<file path="src/apu_pkg.sv">
`default_nettype none

package apu_pkg;

	typedef logic [3:0] level_t;   // channel level or volume
	typedef logic [7:0] sample_t;  // mixed output
	typedef logic [10:0] timer_t;
	typedef logic [7:0] len_t;
	typedef logic [4:0] reg_addr_t;

	typedef struct packed {
		logic we;
		reg_addr_t addr;
		logic [7:0] data;
	} reg_wr_t;

	typedef struct packed {
		logic quarter;
		logic half;
	} frame_evt_t;

	typedef struct packed {
		logic frame_int;  // read back in bit 6
		logic noise;      // bit 1
		logic pulse;      // bit 0
	} status_t;

	localparam reg_addr_t PULSE_CTRL = 5'd0;
	localparam reg_addr_t PULSE_LO = 5'd2;
	localparam reg_addr_t PULSE_HI = 5'd3;
	localparam reg_addr_t NOISE_CTRL = 5'd12;
	localparam reg_addr_t NOISE_PERIOD = 5'd14;
	localparam reg_addr_t NOISE_LEN = 5'd15;
	localparam reg_addr_t STATUS = 5'd21;
	localparam reg_addr_t FRAME = 5'd23;

	// enable bits at STATUS, same positions as the status read
	localparam int EN_PULSE = 0;
	localparam int EN_NOISE = 1;

	localparam logic [11:0] FRAME_LOAD [5] = '{
		12'd3727, 12'd3727, 12'd3728, 12'd3728, 12'd3725
	};

	localparam len_t LENGTH_TABLE [32] = '{
		8'd10, 8'd254, 8'd20, 8'd2, 8'd40, 8'd4, 8'd80, 8'd6,
		8'd160, 8'd8, 8'd60, 8'd10, 8'd14, 8'd12, 8'd26, 8'd14,
		8'd12, 8'd16, 8'd24, 8'd18, 8'd48, 8'd20, 8'd96, 8'd22,
		8'd192, 8'd24, 8'd72, 8'd26, 8'd16, 8'd28, 8'd32, 8'd30
	};

	// in apu ticks, half the usual cpu cycle counts
	localparam timer_t NOISE_PERIODS [16] = '{
		11'd2, 11'd4, 11'd8, 11'd16, 11'd32, 11'd48, 11'd64, 11'd80,
		11'd101, 11'd127, 11'd190, 11'd254, 11'd381, 11'd508, 11'd1017, 11'd2034
	};

	// bit n is the output at sequencer step n
	localparam logic [7:0] DUTY_TABLE [4] = '{
		8'b0000_0010,  // 12.5%
		8'b0000_0110,  // 25%
		8'b0001_1110,  // 50%
		8'b1111_1001   // 75%
	};

endpackage

`default_nettype wire

</file>
<file path="src/apu_frame.sv">
`timescale 1ns/100ps
`default_nettype none

module apu_frame (
	input logic sys_clk,
	input logic sys_rst_n,
	input apu_pkg::reg_wr_t wr,
	input logic stat_read,
	output apu_pkg::frame_evt_t evt,
	output logic frame_int
);

	import apu_pkg::*;

	typedef enum logic [2:0] {S0, S1, S2, S3, S4} step_t;

	step_t step, next_step;
	logic [11:0] cnt;
	logic tick;       // apu rate enable
	logic restart;    // frame write waiting for the next tick
	logic mode;       // 1 = 5-step
	logic inhibit;
	logic half_step;
	logic frame_wr;
	logic int_set;

	assign frame_wr = wr.we && wr.addr == FRAME;

	always_comb begin
		next_step = S0;
		half_step = 1'b0;
		case (step)
			S0: next_step = S1;
			S1: begin
				next_step = S2;
				half_step = 1'b1;
			end
			S2: next_step = S3;
			S3: begin
				next_step = mode ? S4 : S0;
				half_step = !mode;
			end
			S4: begin
				next_step = S0;
				half_step = 1'b1;
			end
			default: next_step = S0;
		endcase
	end

	always_ff @(posedge sys_clk, negedge sys_rst_n) begin
		if (!sys_rst_n) begin
			tick <= 1'b0;
			restart <= 1'b0;
			step <= S0;
			cnt <= FRAME_LOAD[0];
			evt <= '0;
		end else begin
			tick <= ~tick;
			evt <= '0;
			if (frame_wr) begin
				restart <= 1'b1;
			end else if (tick && restart) begin
				restart <= 1'b0;
				step <= S0;
				cnt <= FRAME_LOAD[0];
			end else if (tick) begin
				if (cnt == 12'd0) begin
					evt.quarter <= 1'b1;
					evt.half <= half_step;
					step <= next_step;
					cnt <= FRAME_LOAD[next_step];
				end else begin
					cnt <= cnt - 12'd1;
				end
			end
		end
	end

	// end of the last 4-step step
	assign int_set = tick && !restart && cnt == 12'd0 && step == S3 && !mode && !inhibit;

	always_ff @(posedge sys_clk, negedge sys_rst_n) begin
		if (!sys_rst_n) begin
			mode <= 1'b0;
			inhibit <= 1'b0;
			frame_int <= 1'b0;
		end else begin
			if (frame_wr) begin
				mode <= wr.data[7];
				inhibit <= wr.data[6];
			end
			if (int_set)
				frame_int <= 1'b1;
			else if (inhibit || stat_read)
				frame_int <= 1'b0;
		end
	end

	assert property (@(posedge sys_clk) disable iff (!sys_rst_n)
		evt.quarter |=> !evt.quarter);
	assert property (@(posedge sys_clk) disable iff (!sys_rst_n)
		evt.half |=> !evt.half);
	// a 4-step sequence never reaches the fifth step once restarted
	assert property (@(posedge sys_clk) disable iff (!sys_rst_n)
		!mode && !restart |-> step != S4);

endmodule

`default_nettype wire

</file>
<file path="src/apu_pulse.sv">
`timescale 1ns/100ps
`default_nettype none

module apu_pulse (
	input logic sys_clk,
	input logic sys_rst_n,
	input apu_pkg::reg_wr_t wr,
	input logic en,
	input apu_pkg::frame_evt_t evt,
	output apu_pkg::level_t level,
	output logic act
);

	import apu_pkg::*;

	logic tick;
	logic [1:0] duty;
	logic halt;
	level_t vol;
	timer_t period;
	timer_t timer;
	logic [2:0] seq;   // duty step
	len_t len;
	logic hi_wr;

	assign hi_wr = wr.we && wr.addr == PULSE_HI;

	always_ff @(posedge sys_clk, negedge sys_rst_n) begin
		if (!sys_rst_n) begin
			duty <= 2'd0;
			halt <= 1'b0;
			vol <= '0;
			period <= '0;
		end else if (wr.we) begin
			case (wr.addr)
				PULSE_CTRL: begin
					duty <= wr.data[7:6];
					halt <= wr.data[5];
					vol <= wr.data[3:0];
				end
				PULSE_LO: period[7:0] <= wr.data;
				PULSE_HI: period[10:8] <= wr.data[2:0];
				default: ;
			endcase
		end
	end

	always_ff @(posedge sys_clk, negedge sys_rst_n) begin
		if (!sys_rst_n) begin
			tick <= 1'b0;
			timer <= '0;
			seq <= 3'd0;
		end else begin
			tick <= ~tick;
			if (hi_wr)
				seq <= 3'd0;
			else if (tick) begin
				if (timer == '0) begin
					timer <= period;
					seq <= seq + 3'd1;
				end else begin
					timer <= timer - 11'd1;
				end
			end
		end
	end

	always_ff @(posedge sys_clk, negedge sys_rst_n) begin
		if (!sys_rst_n)
			len <= '0;
		else if (!en)
			len <= '0;
		else if (hi_wr)
			len <= LENGTH_TABLE[wr.data[7:3]];
		else if (evt.half && !halt && len != '0)
			len <= len - 8'd1;
	end

	assign act = len != '0;

	// periods below 8 would be ultrasonic, muted
	assign level = (DUTY_TABLE[duty][seq] && act && period >= 11'd8) ? vol : '0;

	assert property (@(posedge sys_clk) disable iff (!sys_rst_n)
		!act |-> level == '0);

endmodule

`default_nettype wire

</file>
<file path="src/apu_noise.sv">
`timescale 1ns/100ps
`default_nettype none

module apu_noise (
	input logic sys_clk,
	input logic sys_rst_n,
	input apu_pkg::reg_wr_t wr,
	input logic en,
	input apu_pkg::frame_evt_t evt,
	output apu_pkg::level_t level,
	output logic act
);

	import apu_pkg::*;

	logic tick;
	logic halt;
	level_t vol;
	logic mode;          // short sequence
	logic [3:0] pidx;
	timer_t timer;
	logic [14:0] lfsr;
	logic fb;
	len_t len;

	always_ff @(posedge sys_clk, negedge sys_rst_n) begin
		if (!sys_rst_n) begin
			halt <= 1'b0;
			vol <= '0;
			mode <= 1'b0;
			pidx <= 4'd0;
		end else if (wr.we) begin
			case (wr.addr)
				NOISE_CTRL: begin
					halt <= wr.data[5];
					vol <= wr.data[3:0];
				end
				NOISE_PERIOD: begin
					mode <= wr.data[7];
					pidx <= wr.data[3:0];
				end
				default: ;
			endcase
		end
	end

	assign fb = lfsr[0] ^ (mode ? lfsr[6] : lfsr[1]);

	always_ff @(posedge sys_clk, negedge sys_rst_n) begin
		if (!sys_rst_n) begin
			tick <= 1'b0;
			timer <= '0;
			lfsr <= 15'd1;
		end else begin
			tick <= ~tick;
			if (tick) begin
				if (timer == '0) begin
					timer <= NOISE_PERIODS[pidx];
					lfsr <= {fb, lfsr[14:1]};
				end else begin
					timer <= timer - 11'd1;
				end
			end
		end
	end

	always_ff @(posedge sys_clk, negedge sys_rst_n) begin
		if (!sys_rst_n)
			len <= '0;
		else if (!en)
			len <= '0;
		else if (wr.we && wr.addr == NOISE_LEN)
			len <= LENGTH_TABLE[wr.data[7:3]];
		else if (evt.half && !halt && len != '0)
			len <= len - 8'd1;
	end

	assign act = len != '0;
	assign level = (!lfsr[0] && act) ? vol : '0;

	assert property (@(posedge sys_clk) disable iff (!sys_rst_n)
		!act |-> level == '0);

endmodule

`default_nettype wire

</file>
<file path="src/apu_mixer.sv">
`timescale 1ns/100ps
`default_nettype none

module apu_mixer (
	input logic sys_clk,
	input logic sys_rst_n,
	input apu_pkg::level_t pulse,
	input apu_pkg::level_t noise,
	output apu_pkg::sample_t out
);

	import apu_pkg::*;

	sample_t sum;

	// linear mix, two 4-bit levels
	assign sum = sample_t'(pulse) + sample_t'(noise);

	always_ff @(posedge sys_clk, negedge sys_rst_n) begin
		if (!sys_rst_n)
			out <= '0;
		else
			out <= sum;
	end

	// peak is 15 + 15
	assert property (@(posedge sys_clk) disable iff (!sys_rst_n)
		out <= sample_t'(30));

endmodule

`default_nettype wire

</file>
<file path="src/apu.sv">
`timescale 1ns/100ps
`default_nettype none

module apu (
	input logic sys_clk,
	input logic sys_rst_n,
	input logic we,
	input logic re,
	input apu_pkg::reg_addr_t addr,
	input logic [7:0] wdata,
	output logic [7:0] rdata,
	output logic irq,
	output apu_pkg::sample_t out
);

	import apu_pkg::*;

	reg_wr_t wr;
	frame_evt_t evt;
	status_t stat;
	level_t pulse_level, noise_level;
	logic pulse_en, noise_en;
	logic pulse_act, noise_act;
	logic frame_int;
	logic stat_read;

	assign wr.we = we;
	assign wr.addr = addr;
	assign wr.data = wdata;

	always_ff @(posedge sys_clk, negedge sys_rst_n) begin
		if (!sys_rst_n) begin
			pulse_en <= 1'b0;
			noise_en <= 1'b0;
		end else if (we && addr == STATUS) begin
			pulse_en <= wdata[EN_PULSE];
			noise_en <= wdata[EN_NOISE];
		end
	end

	assign stat_read = re && addr == STATUS;

	assign stat.frame_int = frame_int;
	assign stat.noise = noise_act;
	assign stat.pulse = pulse_act;

	assign rdata = stat_read ? {1'b0, stat.frame_int, 4'b0000, stat.noise, stat.pulse} : 8'h00;
	assign irq = frame_int;

	apu_frame frame0 (
		.sys_clk, .sys_rst_n, .wr, .stat_read, .evt, .frame_int
	);

	apu_pulse pulse0 (
		.sys_clk, .sys_rst_n, .wr, .en(pulse_en), .evt,
		.level(pulse_level), .act(pulse_act)
	);

	apu_noise noise0 (
		.sys_clk, .sys_rst_n, .wr, .en(noise_en), .evt,
		.level(noise_level), .act(noise_act)
	);

	apu_mixer mix0 (
		.sys_clk, .sys_rst_n, .pulse(pulse_level), .noise(noise_level), .out
	);

endmodule

`default_nettype wire

</file>
<file path="config.mk">
export PLATFORM = sky130hd
export DESIGN_NAME = apu
export DESIGN_NICKNAME = d
export VERILOG_FILES = /design/src/apu_pkg.sv /design/src/apu_frame.sv /design/src/apu_pulse.sv /design/src/apu_noise.sv /design/src/apu_mixer.sv /design/src/apu.sv
export SDC_FILE = /design/constraint.sdc
export NUM_CORES = 1
export LEC_CHECK = 0
export BUFFER_PORTS_ARGS = -buffer_cell sky130_fd_sc_hd__buf_2
export CAP_MARGIN = 25
export CELL_PAD_IN_SITES_DETAIL_PLACEMENT = 2
export CELL_PAD_IN_SITES_GLOBAL_PLACEMENT = 2
export CORE_ASPECT_RATIO = 1.1
export CORE_UTILIZATION = 40
export DETAILED_ROUTE_END_ITERATION = 10
export GPL_TIMING_DRIVEN = 0
export PLACE_DENSITY = 0.89
export SLEW_MARGIN = 30
export SYNTH_ARGS = -nofsm -noshare
export SYNTH_HDL_FRONTEND = slang
export SYNTH_SLANG_ARGS = --single-unit
</file>
<file path="constraint.sdc">
create_clock -name sys_clk -period 4.3 [get_ports sys_clk]
set_input_delay 1.29 -clock sys_clk [delete_from_list [all_inputs] [get_ports sys_clk]]
set_output_delay 1.29 -clock sys_clk [all_outputs]
set_load 0.005 [all_outputs]
</file>
==> summary.txt <==
CTS Buf Count -> 17
Largest net degree at the start of global routing -> 68
Slew Viols, Final -> 0
Io pins -> 34
Dpl cells -> 873
Final hold viol count -> 0
CTS root buffer -> clkbuf_16
Via Count -> 5555
VDD IR max -> 0.000280 V
Max incr delay on CP -> 0.76 ns
Setup Skew -> 0.00722 ns
First DRT Iteration DRCs -> 239
Endpoints failing setup -> 0
Overall Global Routing Usage -> 0.278
Worst skew pair latency -> 0.43 ns
Mux share of post-synthesis cell area -> 0.0909
Final WL -> 21.3 mm
Sequential group share of total power -> 0.386
Switching Power -> 1.18 mW
H-Tree Level Count -> 4
Post-Synth XOR/XNOR Area -> 0.0177
Cell internal pwr -> 2.72 mW
Ys async rst share -> 1.00
Synthesized flop and latch total -> 114
Die H -> 135 um
Min cycle time layout -> 4.22 ns
Largest family of logic cells by synthesized area -> simple AND/OR/NAND/NOR gates
Worst slack, placed -> -0.164 ns
Worst hold-check path type -> flop to flop
Final std cells w/o fill -> 905
Die W -> 123 um
Maxcap violations -> 0
Clock Power Share -> 0.421
Crit path DAT -> 2.93 ns
Pwr Total -> 3.90 mW
Detailed placer's ending HPWL -> 14.1 mm
Synth Area per Inst -> 10.0 um2
Port Buffers -> 23
Fin util -> 0.482
Synth area leader -> dfrtp_1
Cell Rows -> 48
Number of global-route vias before repair -> 6314
Synth Area in Adders -> 0.0455
Lkg Pwr -> 3.31 nW
Synth area leaders -> dfrtp_1 (41%), mux2_2 (7.2%), ha_1 (4.1%)
CP Max Fanout -> 9
CP Cell Sequence -> clkbuf_2, nand3_2, or4b_2, nor2_1, buf_2
Complex-gate fraction of the synthesized area -> 0.159
Top FF cell, synth -> dfrtp_1
Die area -> 0.0166 mm2
Distinct cells, synth -> 71
Cts hold-fix bufs -> 0
CP Data Required Time -> 3.01 ns
Post-Synthesis Cells -> 642
Layout cells sized above 1 -> 0.194
Area fraction of the dominant cell type after synthesis -> 0.409
Power per cell area -> 517 mW/mm2
Status -> complete, no violations
Buffers & Inverters on Critical Path -> 2
Cell class contributing the biggest share of worst-path delay -> simple AND/OR/NAND/NOR gates
Initial antenna violation count -> 0
Critical-path top delay cell -> or4b_2
Sw Ratio -> 0.303
Number of diodes -> 0
Power share of the combinational group -> 0.194
Avg WL per Cell -> 23.5 um
Synth Cell Area -> 0.00643 mm2
FMAX -> 0.237 GHz
CTS tree -> built
Setup_tns -> 0 ns
Post-DRT Antenna Nets -> 0
Slew @ Worst Pin -> 0.794 ns
Final worst-path cycle share -> 0.981
Critical path class -> input port to primary output
Clock tree sinks -> 114
EDFF count, synth -> 0
Setup crit end kind -> primary output
Clk pin slew, worst setup/hold paths -> 0.05 ns
Worst setup margin -> 0.0826 ns
Rel. slew slack -> 0.463
Global-route wire length before repair -> 34.4 mm
Drt pass-1 iters -> 4
Core area -> 0.0157 mm2
Simple-gate share of the synthesized area -> 0.195
Type of origin of the critical path -> input port
Vias per Instance -> 6.14
Routability cong. -> 0.844
Nets -> 731
Total gr overflow -> 0
Warnings from Yosys -> 0
DR DRC count -> 0
Effective utilization at floorplan -> 0.410
Sequential cell area fraction in the yosys report -> 0.445
Maximum root-to-sink buffer count -> 2
Unrepaired setup endpoints after global routing -> no
Synthesis-to-finish area growth -> 17.5%
-- final timing paths --
kind                                                 start                           end  slack, ns  depth (start not counted)
worst max-delay path                               addr[0]                      rdata[0]       0.08                          5
worst min-delay path            frame0.inhibit$_DFFE_PN0P_  frame0.frame_int$_DFFE_PN0P_       0.45                          1
worst max register to register   noise0.len[0]$_DFFE_PN0P_         mix0.out[4]$_DFF_PN0_       1.02                         10
worst min register to register  frame0.inhibit$_DFFE_PN0P_  frame0.frame_int$_DFFE_PN0P_       0.45                          1
max in group asynchronous                        sys_rst_n    frame0.cnt[11]$_DFFE_PN1P_       2.83                          2
min in group asynchronous                        sys_rst_n   pulse0.timer[7]$_DFFE_PN0P_       0.76                          1
-- placed cells by master (no fill, tap or decap), types with 11 or more instances in the layout --
master,count
mux2_2,41
dfrtp_1,105
nor2_1,35
nand3_1,17
nand2_1,48
or3_1,11
nor3_1,16
o21ai_0,28
a21oi_1,28
ha_1,21
inv_1,33
clkbuf_16,17
or4_1,13
nor4_1,12
buf_2,23
clkbuf_1,24
-- sequential cells by signal (all words and copies together) (netlist names), 5 cells and up --
register	count
frame0.cnt	12
noise0.lfsr	15
noise0.timer	11
pulse0.period	11
mix0.out	5
pulse0.timer	11
pulse0.len	8
noise0.len	8
-- repair_timing --
item                                    in CTS  in global routing
setup buffers                                0                  0
endpoints found under the setup margin       3                  0
gates resized for setup                      2                  0
-- metrics by stage --
| step | hold slack [ns] | cell area [um2] |
|---|---|---|
| 2_1_floorplan | 0.399 | 6460 |
| 4_1_cts | 0.454 | 7550 |
| 3_5_place_dp | 0.437 | 6870 |
| 3_3_place_gp | 0.428 | 6820 |
| 6_report | 0.448 | 7550 |
| 5_1_grt | 0.469 | 7550 |
-- cell usage after synthesis, drive strengths merged (7+ instances only) --
master and count:
o31ai 7, or3 11, buf 11, ha 21
and2 8, a211oi 9, dfrtp 105, nand2b 7
mux2i 10, nor3 17, xnor2 7, nand3 18
a21oi 28, nand3b 7, nand2 48, nor4 13
mux2 41, clkbuf 25, dfstp 9, o21ai 28
inv 33, nor2b 10, or4 13, nor2 35
o2111ai 7
-- power by group through the flow --
stage	Combinational (mW)	Sequential, mW	Clock [mW]
floorplan	0.523	1.44	0
global placement	0.669	1.48	0
detailed placement	0.724	1.51	0
CTS	0.760	1.50	1.66
global route	0.836	1.53	1.69
finish	0.755	1.51	1.64
-- cell type report --
type / instances / area [um2]
Sequential cell: 114 / 2860
Inverter: 33 / 124
Clock inverter: 9 / 173
Timing Repair Buffer: 24 / 153
Clock buffer: 23 / 508
Fill cell: 1618 / 8120
Tap cell: 200 / 250
Multi-Input combinational cell: 466 / 3310
Buffer: 36 / 175
-- cell families (layout without fill, tap and decap cells) --
group,count (synthesis),count (layout)
DFF,114,114
other,1,8
adders and majority gates,23,23
muxes,52,52
AOI/OAI and AO/OA,147,147
xor gates and xnor gates,13,13
buffers and inverters,69,125
and+or+nand+nor,223,223
-- routing by layer --
metal,global-route usage,vias to the layer above,wire [um]
li1,-,2471,-
met1,0.318,2886,8650
met2,0.486,135,11200
met3,0.0519,63,657
met4,0.148,0,839
met5,0,-,0
Power figures use the tool's default switching activity.
